## src/logic/cpu_config.svh

```systemverilog
`ifndef CPU_CONFIG_SVH
`define CPU_CONFIG_SVH

// Bus widths
`define CPU_DATA_W 8   // Data bus, one byte
`define CPU_ADDR_W 16  // Address bus, two bytes

// First opcode fetch after reset, no vector fetch
`define CPU_RESET_PC 16'h0200

// High address byte on zero-page cycles
`define CPU_ZP_HIGH 8'h00

`endif
```

## src/logic/cpu_pkg.sv

```systemverilog
`default_nettype none

package cpu_pkg;

    // Bus cycle the decoder is running
    typedef enum logic [1:0] {
        ph_fetch,         // Opcode read, sync high
        ph_operand,       // Byte after the opcode
        ph_address_high,  // JMP target high byte
        ph_zero_page      // Zero-page read or write
    } phase_t;

    // Execute operation
    typedef enum logic [3:0] {
        op_none,
        op_load,
        op_ora,
        op_and,
        op_eor,
        op_adc,
        op_sbc,
        op_shift,         // ASL ROL LSR ROR on A
        op_transfer,
        op_increment,
        op_decrement,
        op_set_carry,
        op_clear_carry
    } op_t;

    // Register written on commit
    typedef enum logic [1:0] {
        dest_none,
        dest_a,
        dest_x,
        dest_y
    } dest_t;

    // Operand source
    typedef enum logic [1:0] {
        src_a,
        src_x,
        src_y,
        src_data          // Live bus byte
    } src_t;

endpackage

`default_nettype wire

```

## src/logic/cpu_top.sv

```systemverilog
`timescale 1ns/1ps
`default_nettype none
`include "cpu_config.svh"

module cpu_top (
    input  logic                    clock,
    input  logic                    reset,
    input  logic                    enable,      // Bus ready, low freezes the core
    input  logic [`CPU_DATA_W-1:0]  data_in,
    output logic [`CPU_ADDR_W-1:0]  address,
    output logic [`CPU_DATA_W-1:0]  data_out,
    output logic                    write_enable,
    output logic                    sync         // Opcode fetch cycle
);

    cpu_pkg::op_t           op;
    cpu_pkg::dest_t         dest;
    cpu_pkg::src_t          src;
    cpu_pkg::src_t          store_src;
    logic [1:0]             shift_kind;
    logic [`CPU_DATA_W-1:0] operand;
    logic                   commit;
    logic                   store;
    logic [`CPU_DATA_W-1:0] a;
    logic [`CPU_DATA_W-1:0] x;
    logic [`CPU_DATA_W-1:0] y;
    logic                   carry;
    logic [`CPU_DATA_W-1:0] value;
    logic                   n;
    logic                   z;
    logic                   c;
    logic                   c_valid;

    // Sequencer and bus address
    cpu_decode u_decode (
        .clock        (clock),
        .reset        (reset),
        .enable       (enable),
        .data_in      (data_in),
        .address      (address),
        .sync         (sync),
        .write_enable (write_enable),
        .op           (op),
        .dest         (dest),
        .src          (src),
        .shift_kind   (shift_kind),
        .operand      (operand),
        .commit       (commit),
        .store        (store),
        .store_src    (store_src)
    );

    cpu_execute u_execute (
        .op         (op),
        .src        (src),
        .shift_kind (shift_kind),
        .operand    (operand),
        .a          (a),
        .x          (x),
        .y          (y),
        .carry      (carry),
        .value      (value),
        .n          (n),
        .z          (z),
        .c          (c),
        .c_valid    (c_valid)
    );

    // Registers and store data
    cpu_result u_result (
        .clock     (clock),
        .reset     (reset),
        .enable    (enable),
        .commit    (commit),
        .dest      (dest),
        .value     (value),
        .n         (n),
        .z         (z),
        .c         (c),
        .c_valid   (c_valid),
        .store     (store),
        .store_src (store_src),
        .a         (a),
        .x         (x),
        .y         (y),
        .carry     (carry),
        .data_out  (data_out)
    );

endmodule

`default_nettype wire

```

## src/logic/cpu_result.sv

```systemverilog
`timescale 1ns/1ps
`default_nettype none
`include "cpu_config.svh"

module cpu_result (
    input  logic                    clock,
    input  logic                    reset,
    input  logic                    enable,
    input  logic                    commit,
    input  cpu_pkg::dest_t          dest,
    input  logic [`CPU_DATA_W-1:0]  value,
    input  logic                    n,
    input  logic                    z,
    input  logic                    c,
    input  logic                    c_valid,
    input  logic                    store,
    input  cpu_pkg::src_t           store_src,
    output logic [`CPU_DATA_W-1:0]  a,
    output logic [`CPU_DATA_W-1:0]  x,
    output logic [`CPU_DATA_W-1:0]  y,
    output logic                    carry,
    output logic [`CPU_DATA_W-1:0]  data_out
);

    // Architectural state, written at the end of the last cycle
    always_ff @(posedge clock) begin
        if (reset) begin
            a      <= '0;
            x      <= '0;
            y      <= '0;
            carry  <= 1'b0;
        end else if (enable && commit) begin
            case (dest)
                cpu_pkg::dest_a: a <= value;
                cpu_pkg::dest_x: x <= value;
                cpu_pkg::dest_y: y <= value;
                default: ;
            endcase
            if (c_valid)
                carry <= c;
        end
    end

    // Store data, zero when not writing
    always_comb begin
        data_out = '0;
        if (store) begin
            case (store_src)
                cpu_pkg::src_a: data_out = a;
                cpu_pkg::src_x: data_out = x;
                cpu_pkg::src_y: data_out = y;
                default:        data_out = '0;
            endcase
        end
    end

    a_store_no_dest: assert property (@(posedge clock) disable iff (reset)
        store |-> dest == cpu_pkg::dest_none)
        else $error("store cycle also writes a register");

endmodule

`default_nettype wire

```

## src/logic/cpu_execute.sv

```systemverilog
`timescale 1ns/1ps
`default_nettype none
`include "cpu_config.svh"

module cpu_execute (
    input  cpu_pkg::op_t            op,
    input  cpu_pkg::src_t           src,
    input  logic [1:0]              shift_kind,
    input  logic [`CPU_DATA_W-1:0]  operand,
    input  logic [`CPU_DATA_W-1:0]  a,
    input  logic [`CPU_DATA_W-1:0]  x,
    input  logic [`CPU_DATA_W-1:0]  y,
    input  logic                    carry,
    output logic [`CPU_DATA_W-1:0]  value,
    output logic                    n,
    output logic                    z,
    output logic                    c,
    output logic                    c_valid
);

    localparam logic [`CPU_DATA_W-1:0] byte_one = 1;

    logic [`CPU_DATA_W-1:0] opnd;
    logic [`CPU_DATA_W-1:0] addend;  // Complemented for SBC
    logic [`CPU_DATA_W:0]   sum;     // Carry out on top
    logic                   shift_in;

    // Operand select
    always_comb begin
        case (src)
            cpu_pkg::src_a: opnd = a;
            cpu_pkg::src_x: opnd = x;
            cpu_pkg::src_y: opnd = y;
            default:        opnd = operand;
        endcase
    end

    assign addend   = (op == cpu_pkg::op_sbc) ? ~opnd : opnd;
    assign sum      = {1'b0, a} + {1'b0, addend} + {{`CPU_DATA_W{1'b0}}, carry};
    assign shift_in = carry & shift_kind[0];  // ROL/ROR pull in carry

    always_comb begin
        value = '0;
        c     = carry;
        case (op)
            cpu_pkg::op_load,
            cpu_pkg::op_transfer:    value = opnd;
            cpu_pkg::op_ora:         value = a | opnd;
            cpu_pkg::op_and:         value = a & opnd;
            cpu_pkg::op_eor:         value = a ^ opnd;
            cpu_pkg::op_adc,
            cpu_pkg::op_sbc:         {c, value} = sum;  // Binary only
            cpu_pkg::op_shift: begin
                if (shift_kind[1])
                    {value, c} = {shift_in, opnd};  // LSR/ROR
                else
                    {c, value} = {opnd, shift_in};  // ASL/ROL
            end
            cpu_pkg::op_increment:   value = opnd + byte_one;
            cpu_pkg::op_decrement:   value = opnd - byte_one;
            cpu_pkg::op_set_carry:   c = 1'b1;
            cpu_pkg::op_clear_carry: c = 1'b0;
            default: ;
        endcase
        c_valid = op inside {cpu_pkg::op_adc, cpu_pkg::op_sbc, cpu_pkg::op_shift,
                             cpu_pkg::op_set_carry, cpu_pkg::op_clear_carry};
    end

    assign n = value[`CPU_DATA_W-1];
    assign z = (value == '0);

endmodule

`default_nettype wire

```

## src/logic/cpu_decode.sv

```systemverilog
`timescale 1ns/1ps
`default_nettype none
`include "cpu_config.svh"

module cpu_decode (
    input  logic                    clock,
    input  logic                    reset,
    input  logic                    enable,
    input  logic [`CPU_DATA_W-1:0]  data_in,
    output logic [`CPU_ADDR_W-1:0]  address,
    output logic                    sync,
    output logic                    write_enable,
    output cpu_pkg::op_t            op,
    output cpu_pkg::dest_t          dest,
    output cpu_pkg::src_t           src,
    output logic [1:0]              shift_kind,
    output logic [`CPU_DATA_W-1:0]  operand,
    output logic                    commit,
    output logic                    store,
    output cpu_pkg::src_t           store_src
);

    logic [`CPU_DATA_W-1:0] opcode_q;   // Current opcode
    logic [`CPU_DATA_W-1:0] operand_q;  // Zero-page address or JMP low byte
    logic [`CPU_ADDR_W-1:0] pc;
    cpu_pkg::phase_t        phase;
    cpu_pkg::phase_t        next_phase;

    // Opcode fields aaa_bbb_cc
    logic [2:0] op_aaa;
    logic [2:0] op_bbb;
    logic [1:0] op_cc;

    cpu_pkg::op_t   dec_op;
    cpu_pkg::dest_t dec_dest;
    cpu_pkg::src_t  dec_src;
    cpu_pkg::src_t  dec_store_src;
    cpu_pkg::dest_t ls_dest;  // Load/store register by cc
    cpu_pkg::src_t  ls_src;
    logic dec_imm;            // Two bytes, PC advances on operand
    logic dec_zp;             // Three cycles, zero page
    logic dec_jmp;
    logic dec_store;
    logic mode_imm;
    logic mode_zp;
    logic exec_cycle;         // Last cycle of the instruction
    logic pc_step;
    logic pc_jump;

    assign op_aaa = opcode_q[7:5];
    assign op_bbb = opcode_q[4:2];
    assign op_cc  = opcode_q[1:0];

    // Zero page is bbb 001 in every group, immediate moves with the group
    assign mode_zp  = (op_bbb == 3'b001);
    assign mode_imm = (op_cc == 2'b01) ? (op_bbb == 3'b010) : (op_bbb == 3'b000);

    // cc picks the register of LDx/STx: 00 Y, 01 A, 10 X
    always_comb begin
        case (op_cc)
            2'b00: begin
                ls_src  = cpu_pkg::src_y;
                ls_dest = cpu_pkg::dest_y;
            end
            2'b10: begin
                ls_src  = cpu_pkg::src_x;
                ls_dest = cpu_pkg::dest_x;
            end
            default: begin
                ls_src  = cpu_pkg::src_a;
                ls_dest = cpu_pkg::dest_a;
            end
        endcase
    end

    // Opcode decode, anything unmatched stays a two-cycle NOP
    always_comb begin
        dec_op        = cpu_pkg::op_none;
        dec_dest      = cpu_pkg::dest_none;
        dec_src       = cpu_pkg::src_data;
        dec_store_src = ls_src;
        dec_store     = 1'b0;
        dec_imm       = 1'b0;
        dec_zp        = 1'b0;
        dec_jmp       = 1'b0;
        case ({op_cc, op_bbb})
            5'b10_010: begin  // ASL ROL LSR ROR TXA TAX DEX NOP
                case (op_aaa)
                    3'b100: begin
                        dec_op   = cpu_pkg::op_transfer;
                        dec_dest = cpu_pkg::dest_a;
                        dec_src  = cpu_pkg::src_x;
                    end
                    3'b101: begin
                        dec_op   = cpu_pkg::op_transfer;
                        dec_dest = cpu_pkg::dest_x;
                        dec_src  = cpu_pkg::src_a;
                    end
                    3'b110: begin
                        dec_op   = cpu_pkg::op_decrement;
                        dec_dest = cpu_pkg::dest_x;
                        dec_src  = cpu_pkg::src_x;
                    end
                    3'b111: ;  // NOP
                    default: begin
                        dec_op   = cpu_pkg::op_shift;
                        dec_dest = cpu_pkg::dest_a;
                        dec_src  = cpu_pkg::src_a;
                    end
                endcase
            end
            5'b00_010: begin  // DEY TAY INY INX, stack ops fall out
                dec_dest = op_aaa[0] & op_aaa[1] ? cpu_pkg::dest_x : cpu_pkg::dest_y;
                dec_src  = op_aaa == 3'b101 ? cpu_pkg::src_a
                         : op_aaa == 3'b111 ? cpu_pkg::src_x : cpu_pkg::src_y;
                case (op_aaa)
                    3'b100:  dec_op = cpu_pkg::op_decrement;
                    3'b101:  dec_op = cpu_pkg::op_transfer;
                    3'b110,
                    3'b111:  dec_op = cpu_pkg::op_increment;
                    default: dec_dest = cpu_pkg::dest_none;
                endcase
            end
            5'b00_110: begin  // CLC SEC TYA
                case (op_aaa)
                    3'b000: dec_op = cpu_pkg::op_clear_carry;
                    3'b001: dec_op = cpu_pkg::op_set_carry;
                    3'b100: begin
                        dec_op   = cpu_pkg::op_transfer;
                        dec_dest = cpu_pkg::dest_a;
                        dec_src  = cpu_pkg::src_y;
                    end
                    default: ;
                endcase
            end
            5'b00_011: dec_jmp = (op_aaa == 3'b010);  // JMP abs only
            default: begin
                if (op_cc != 2'b11 && (mode_zp || mode_imm)) begin
                    if (op_aaa == 3'b101) begin  // LDA LDX LDY
                        dec_op   = cpu_pkg::op_load;
                        dec_dest = ls_dest;
                    end else if (op_aaa == 3'b100) begin
                        dec_store = mode_zp;  // STA/STX/STY zero page
                    end else if (op_cc == 2'b01) begin
                        dec_dest = cpu_pkg::dest_a;
                        case (op_aaa)
                            3'b000:  dec_op = cpu_pkg::op_ora;
                            3'b001:  dec_op = cpu_pkg::op_and;
                            3'b010:  dec_op = cpu_pkg::op_eor;
                            3'b011:  dec_op = cpu_pkg::op_adc;
                            3'b111:  dec_op = cpu_pkg::op_sbc;
                            default: dec_dest = cpu_pkg::dest_none;  // CMP
                        endcase
                    end
                    dec_imm = mode_imm && dec_op != cpu_pkg::op_none;
                    dec_zp  = mode_zp && (dec_op != cpu_pkg::op_none || dec_store);
                end
            end
        endcase
    end

    // Phase sequencer
    always_comb begin
        next_phase = cpu_pkg::ph_fetch;
        exec_cycle = 1'b0;
        pc_step    = 1'b0;
        pc_jump    = 1'b0;
        case (phase)
            cpu_pkg::ph_fetch: begin
                next_phase = cpu_pkg::ph_operand;
                pc_step    = 1'b1;
            end
            cpu_pkg::ph_operand: begin
                pc_step = dec_imm | dec_zp | dec_jmp;  // Implied leaves PC alone
                if (dec_zp)
                    next_phase = cpu_pkg::ph_zero_page;
                else if (dec_jmp)
                    next_phase = cpu_pkg::ph_address_high;
                else
                    exec_cycle = 1'b1;
            end
            cpu_pkg::ph_zero_page: exec_cycle = 1'b1;
            default:               pc_jump = 1'b1;  // Address high
        endcase
    end

    always_ff @(posedge clock) begin
        if (reset) begin
            phase    <= cpu_pkg::ph_fetch;
            pc       <= `CPU_RESET_PC;
            opcode_q <= 8'hea;  // NOP
        end else if (enable) begin
            phase <= next_phase;
            if (phase == cpu_pkg::ph_fetch)
                opcode_q <= data_in;
            if (pc_jump)
                pc <= {data_in, operand_q};
            else if (pc_step)
                pc <= pc + 1'b1;
        end
    end

    // Byte after the opcode, kept for zero page and JMP
    always_ff @(posedge clock) begin
        if (enable && phase == cpu_pkg::ph_operand)
            operand_q <= data_in;
    end

    assign address      = (phase == cpu_pkg::ph_zero_page) ? {`CPU_ZP_HIGH, operand_q} : pc;
    assign sync         = (phase == cpu_pkg::ph_fetch) & ~reset;  // Low while held in reset
    assign store        = dec_store & (phase == cpu_pkg::ph_zero_page);
    assign write_enable = store;
    assign store_src    = dec_store_src;
    assign op           = exec_cycle ? dec_op : cpu_pkg::op_none;
    assign dest         = exec_cycle ? dec_dest : cpu_pkg::dest_none;
    assign src          = dec_src;
    assign shift_kind   = opcode_q[6:5];  // Right in bit 1, rotate in bit 0
    assign operand      = data_in;
    assign commit       = exec_cycle && dec_op != cpu_pkg::op_none;

    // A store is the last cycle of its instruction
    a_write_last: assert property (@(posedge clock) disable iff (reset)
        enable && write_enable |=> sync)
        else $error("store cycle not followed by an opcode fetch");

    // Operand cycle reads the byte right after the opcode
    a_fetch_step: assert property (@(posedge clock) disable iff (reset)
        enable && sync |=> address == $past(address) + 1'b1)
        else $error("operand read not at the byte after the opcode");

    a_address_known: assert property (@(posedge clock) disable iff (reset)
        !$isunknown(address))
        else $error("bus address unknown");

endmodule

`default_nettype wire

```

## config.mk

```make
export PLATFORM = sky130hd
export DESIGN_NAME = cpu_top
export DESIGN_NICKNAME = d
export VERILOG_FILES = /design/src/logic/cpu_pkg.sv /design/src/logic/cpu_top.sv /design/src/logic/cpu_result.sv /design/src/logic/cpu_execute.sv /design/src/logic/cpu_decode.sv
export VERILOG_INCLUDE_DIRS = /design/src /design/src/logic
export SDC_FILE = /design/constraint.sdc
export NUM_CORES = 1
export LEC_CHECK = 0
export ABC_AREA = 1
export BUFFER_PORTS_ARGS = -buffer_cell sky130_fd_sc_hd__buf_2
export CAP_MARGIN = 15
export CORE_MARGIN = 10
export CORE_UTILIZATION = 65
export CTS_CLUSTER_SIZE = 14
export DETAILED_ROUTE_END_ITERATION = 7
export MAX_ROUTING_LAYER = met4
export PLACE_DENSITY = 0.85
export SYNTH_ARGS = -nofsm -noshare
export SYNTH_HDL_FRONTEND = slang
export SYNTH_SLANG_ARGS = --single-unit
```

## constraint.sdc

```tcl
create_clock -name clock -period 7.8 [get_ports clock]
set_input_delay 2.34 -clock clock [delete_from_list [all_inputs] [get_ports clock]]
set_output_delay 2.34 -clock clock [all_outputs]
set_load 0.02 [all_outputs]
```

==> summary.txt, run 1 <==
Outcome
  • Status: finished, final reports clean

Layout
  • Filler instances: roughly 710
  • Nets: roughly 920
  • Area delta synth->final: 6.84%
  • Share of layout cells above drive strength 1: between 10% and 20%
  • Diode count: 0

Power
  • Tot Pwr: between 0.9 and 1 mW
  • Combinational fraction of design power: 35.2%
  • Clock power share: between 20 and 30%
  • Pwr dens: between 150 and 200 nW/um2
  • Internal power: 0.541 mW
  • P_leak: about 2.7 nW
  • NetSw: roughly 0.36 mW
  • Sequential share of power: 37.5%
  • Peak supply drop: roughly 130 uV
  • Switch share: 40.2%

Synth
  • Post-synth EDFFs: 8
  • Synth area leader: dfxtp_1
  • Yosys warning total: 0
  • Synth top area share: between 10% and 20%
  • Primary FF master, synth: dfxtp_1
  • Synth Instances: 849
  • Synth Register Bits: between 50 and 60
  • Most common cell in the netlist: nand2_1
  • Cell variety after synth: 47
  • Average cell area after synthesis: ~6.3 um2
  • Synthesized cell area: 5380 um2
  • Post-Syn Nets: approximately 900
  • Synth async-reset ratio: 0%
  • Seq/Total Area, Yosys: 23.5%
  • Commonest cells in the netlist: nand2_1 (234), inv_1 (92), nand3_1 (73), nor2_1 (58), a21oi_1 (52)
  • Synth top area cells: dfxtp_1 (19%), nand2_1 (16%), ha_1 (7.0%)

Detailed routing
  • Post-Route WL: about 16 mm
  • Drc violations: 0
  • Final ANT Viol Nets: 0
  • Routed len/inst: ~16 um
  • First-pass iteration count of the detailed router: 8
  • Vias/cell: 5.91
  • Vias: 5811
  • Starting DRT DRC Count: between 600 and 700

Timing
  • Setup total negative slack: 0 ps
  • Count of final setup violators: 0
  • Fin crit share: approximately 67%
  • Final WS setup: about 2600 ps
  • Clk_skew: roughly 9.1 ps
  • Worst hold margin: 530 ps
  • Slew Limit Fails: 0
  • RSZ-0062 raised after global routing: no
  • Final Critical Period: around 5200 ps
  • Tightest Pin Transition: between 1000 and 1500 ps
  • Hold Fails Final Rpt: 0
  • Slew HR: approximately a quarter
  • Fmax: 191 MHz

Flow run
  • Max-cap viol count: 0

Global routing
  • First-pass GRT wire length: roughly 25 mm
  • GR Util All Layers: roughly 25%
  • Initial antenna violation count: 0
  • Largest net degree at the start of global routing: 39
  • Vias in the first global route: just over 5000
  • Gr ovfl total: 0

Clock network
  • Cts bufs inserted: 9
  • Clk Tree Root Cell: clkbuf_8
  • CTS Hold Bufs: 0
  • CTS Buffer Depth: 2
  • Postcts setup bufs: 0
  • PostCTS Resize Cnt: 0
  • CTS Sinks: a little under 60
  • CTS H-tree lvls: 3
  • Worst-skew pair later-pin latency: 340 ps
  • CTS clk-pin slew, worst paths: 70 ps
  • CTS tree: done

Placed design
  • Post-detail-place hpwl: 12.0 mm
  • Pre-CTS WS: between 2000 and 3000 ps
  • # port buffers: 36
  • RD Place Congestion: about 0.94

Floorplan
  • Die Y: approximately 110 um
  • Placeable Area: around 8100 um2
  • Die area: 12300 um2
  • Row count: 33
  • Ports: 37
  • Initial Utilization: roughly two thirds
  • Die Wd: ~110 um

Setup path
  • Critical Path AT: roughly 2900 ps
  • Critical path launch point type: input port
  • Req. time, crit path: ~5500 ps
  • Critical path class: input port to output port
  • CP Max Fanout: 15
  • CP Capture Type: output port

Hold path
  • Worst hold path type: flop to flop
layer usage:
layer	GRT usage, %	up-vias	share of wire [%]
met5	-	-	0
met4	8.85	0	2.7
met3	3.95	47	7.9
met2	39.1	292	46
met1	31.4	2640	43
li1	-	2832	-
metrics by stage:
step	instance area [um2]	util, %	instances
4_1_cts	5750	70.6	984
3_5_place_dp	5580	68.5	968
3_3_place_gp	5580	68.5	968
2_1_floorplan	5380	-	849
5_1_grt	5750	70.6	984
6_report	5750	70.6	984
cell type report:
cell class | instances | area (um2) | area share, %
Timing Repair Buffer | 37 | 188 | 3.27
Multi-Input combinational cell | 655 | 3570 | 62.2
Inverter | 112 | 420 | 7.32
Tap cell | 105 | 131 | 2.29
Sequential cell | 59 | 1260 | 22.0
Clock buffer | 11 | 141 | 2.46
Clock inverter | 5 | 28.8 | 0.501
critical path, stage by stage:
cell    delay [ps]
buf_2          210
nor3_1         160
buf_2          190
flip-flops by register name, summed over array words and instances, names as in the netlist:
signal and cells:
u_decode.pc 16, u_decode.opcode_q 8, u_decode.operand_q 8, u_result.a 8
u_result.x 8, u_result.y 8, u_decode.phase 2, u_result.carry 1
power by group through the flow:
stage	Clock [mW]	Combinational, mW	Sequential [mW]
floorplan	0	0.246	0.336
global placement	0	0.302	0.344
detailed placement	0	0.310	0.344
CTS	0.249	0.313	0.338
global route	0.262	0.353	0.340
finish	0.247	0.318	0.338
cell usage in the layout (no fill, tap or decap), types with 4 or more instances in the layout:
master    Yosys  layout
o21a_1       14      14
buf_2         4      36
nor2_1       58      58
dfxtp_1      51      51
nand3_2       8       8
o21ai_1       7       7
a31oi_1      17      17
nand2_2      23      23
nand2_1     234     234
nor3_1        8       8
inv_2        18      18
a21oi_1      52      52
o21ai_0      47      47
o211ai_1      7       7
xnor2_1       5       5
ha_1         30      30
nor2_2       12      12
clkbuf_8      0      10
nor2_4        4       4
inv_1        92      92
xor2_1       14      14
nand3_1      73      73
nand4_1      11      11
edfxtp_1      8       8
worst paths after layout:
kind | depth (start not counted) | end | slack, ps | startpoint
max reg2reg | 26 | u_result.a[6] | 3190 | u_decode.opcode_q[6]
max | 3 | sync | 2550 | reset
min | 2 | u_decode.pc[8] | 530 | u_decode.pc[8]
min reg2reg | 2 | u_decode.pc[8] | 530 | u_decode.pc[8]
cell families (layout without fill, tap and decap cells):
| group | after synthesis | in the layout | synth area share (%) |
|---|---|---|---|
| compound gates | 156 | 156 | 16.8 |
| xor+xnor | 19 | 19 | 3.09 |
| fa+ha+maj | 33 | 33 | 8.10 |
| buf+inv | 135 | 165 | 10.1 |
| flops | 59 | 59 | 23.5 |
| simple gates | 447 | 447 | 38.5 |
Note: power is estimated with default switching activity, not from simulation.
==> inputs of run 2 (changes only) <==
--- a/config.mk
+++ b/config.mk
@@ -10,11 +10,11 @@
 export BUFFER_PORTS_ARGS = -buffer_cell sky130_fd_sc_hd__buf_2
 export CAP_MARGIN = 15
 export CORE_MARGIN = 10
-export CORE_UTILIZATION = 65
+export CORE_UTILIZATION = 56
 export CTS_CLUSTER_SIZE = 14
 export DETAILED_ROUTE_END_ITERATION = 7
 export MAX_ROUTING_LAYER = met4
-export PLACE_DENSITY = 0.85
+export PLACE_DENSITY = 0.78
 export SYNTH_ARGS = -nofsm -noshare
 export SYNTH_HDL_FRONTEND = slang
 export SYNTH_SLANG_ARGS = --single-unit
==> constraint.sdc (replaced) <==
create_clock -name clock -period 4.7 [get_ports clock]
set_input_delay 1.41 -clock clock [delete_from_list [all_inputs] [get_ports clock]]
set_output_delay 1.41 -clock clock [all_outputs]
set_load 0.02 [all_outputs]
==> run 2 against run 1 <==
  * Setup slack got worse by 2100 ps
  * Cell area up 1.2%
  * Highest routed layer unchanged
  * Final cell count rose by 2.5%
  * First-iteration DRC count up 9.4%
==> summary.txt, run 2 (synthesis gave the netlist of run 1 again) <==
Setup path
  • Critical path launch point type: flop
  • Crit-path slowest cell: dfxtp_1
  • Critical Path AT: 4470 ps (+1560 ps)
  • Worst reg2reg path depth: 24 (-7.7%)
  • CP Cell Sequence: inv_1 -> nor2_2 -> nor2_2 -> nor2_4 -> nand2_2 -> nand2_2 -> inv_2 -> nand2_1 -> nand2_2 -> xnor2_1 -> fa_1 -> inv_1 -> fa_1 -> nand3_1 -> nand2_1 -> nand2_1 -> nand2_1 -> a21oi_1 -> xor2_1 -> o21ai_1 -> nor2_1 -> nand3_1 -> nand2_1 -> inv_1
  • CP Capture Type: flop
  • CP Max Fanout: 14 (-1)
  • Critical Path Max Stage Delay: 570 ps (+360 ps)
  • Most used cell, CP: nand2_1
  • Req. time, crit path: 4950 ps (-510 ps)
  • Critical path class: flop to flop

Timing
  • RSZ-0062 raised after global routing: no
  • Final Critical Period: 4220 ps
  • Count of final setup violators: 0 (unchanged)
  • Hold Fails Final Rpt: 0 (unchanged)
  • Fmax: approximately 240 MHz
  • Fin crit share: approximately nine tenths
  • Setup total negative slack: 0 ps (unchanged)
  • Slew Limit Fails: 0 (unchanged)
  • Clk_skew: 7.79 ps (-1.28 ps)
  • Tightest Pin Transition: 1170 ps (+49.1 ps)
  • Worst hold margin: 518 ps (-11.2 ps)
  • Slew HR: 22.1% (-3.3 points)
  • Final WS setup: 484 ps (-2070 ps)

Clock network
  • CTS clk-pin slew, worst paths: 80 ps (about the same)
  • Worst-skew pair later-pin latency: 350 ps (about the same)
  • CTS tree: done
  • CTS Buffer Depth: 2 (unchanged)
  • CTS Sinks: 59 (unchanged)
  • Postcts setup bufs: 0 (unchanged)
  • Clk Tree Root Cell: clkbuf_8
  • CTS H-tree lvls: 3 (unchanged)
  • CTS Hold Bufs: 0 (unchanged)
  • Cts bufs inserted: 9 (unchanged)
  • PostCTS Resize Cnt: 0 (unchanged)

Hold path
  • Worst hold path type: flop to flop
  • Worst Hold Path Cells: 2 (unchanged)

Layout
  • Post-Layout Cell Count: 1009 (+2.5%)
  • Most frequent cells in the layout: nand2_1 (234), inv_1 (92), nand3_1 (73)
  • Reg area: 1260 um2 (+0.20%)
  • Finished Core Util: 62.6% (-8.0 points)
  • Share of layout cells above drive strength 1: 15.1% (+0.55 points)
  • Commonest non-fill, non-tap cell in the layout: nand2_1
  • Multi-input combinational cell area: 3570 um2 (unchanged)
  • Nets: 919 (+0.11%)
  • Diode count: 0 (unchanged)
  • Filler instances: 921 (+30%)
  • Largest Register: u_decode.pc
  • Area delta synth->final: 8.10%
  • Final instance area: 5810 um2 (+1.2%)
  • Max reg flops: 16 (unchanged)

Power
  • P_leak: 2.74 nW (+0.83%)
  • Peak supply drop: 149 uV (+11%)
  • Pwr dens: 269 nW/um2 (+71%)
  • Tot Pwr: 1.56 mW (+73%)

Global routing
  • GR Util All Layers: 23.5% (-1.3 points)
  • Initial antenna violation count: 0 (unchanged)
  • First-pass GRT wire length: 26.7 mm (+4.9%)
  • Gr ovfl total: 0 (unchanged)
  • Vias in the first global route: 5379 (+3.9%)
  • Largest net degree at the start of global routing: 39 (unchanged)

Floorplan
  • Ports: 37 (unchanged)
  • Placeable Area: 9280 um2 (+14%)
  • Initial Utilization: 57.9% (-8.2 points)
  • Die Y: 118 um (+6.3%)
  • Die area: 13900 um2 (+13%)
  • Row count: 35 (+6.1%)
  • Die Wd: 118 um (+6.3%)

Detailed routing
  • Drc violations: 0 (unchanged)
  • Vias: 5871 (+1.0%)
  • Routed len/inst: 16.3 um (+1.7%)
  • Starting DRT DRC Count: 745 (+9.4%)
  • First-pass iteration count of the detailed router: 6 (-2)
  • Vias/cell: 5.82 (-1.5%)
  • Post-Route WL: 16.4 mm (+4.2%)
  • Final ANT Viol Nets: 0 (unchanged)

Placed design
  • # port buffers: 36 (unchanged)
  • Pre-CTS WS: 361 ps (-2200 ps)
  • Post-detail-place hpwl: 12.7 mm (+5.9%)
  • DP Area: 5610 um2 (+0.67%)
  • Placed cell count: 993 (+2.6%)
  • RD Place Congestion: 1.00 (+6.3%)

Outcome
  • Status: finished, final reports clean

Flow run
  • Max-cap viol count: 0 (unchanged)
==> run 2: critical path: cells and delay by family, from the launching register on <==
kind,cells,cell delay [ps]
simple gates,14,1860
fa+ha+maj,2,600
flops,1,570
xor+xnor,2,410
buf+inv,4,390
compound gates,2,290
==> run 2: per-layer routing <==
metal  wire length (um)  share of wire, %  up-vias  track usage, %
met3               1490               9.1       50            5.08
met1               6970                42     2684            29.9
li1                   -                 -     2833               -
met2               7430                45      304            35.9
met5                  0                 0        -               -
met4                540               3.3        0            8.42
==> run 2: where the power goes <==
group	switching [mW]	internal, mW
sequential	0.0299	0.531
clock	0.227	0.238
combinational	0.370	0.166
total	0.627	0.935
==> run 2: path summary, 6_finish.rpt <==
kind                          to  slack (ps)            startpoint
setup / recovery   u_result.y[6]         480  u_decode.opcode_q[7]
hold / removal    u_decode.pc[8]         520        u_decode.pc[8]
setup reg to reg   u_result.y[6]         480  u_decode.opcode_q[7]
hold reg to reg   u_decode.pc[8]         520        u_decode.pc[8]
==> run 2: layout make-up <==
class | count | area share, %
multi-input cells | 655 | 61.5
flip-flops and latches | 59 | 21.7
inverters | 112 | 7.23
repair buffers | 38 | 3.36
clock buffers | 11 | 2.80
well taps | 129 | 2.78
clock inverters | 5 | 0.603
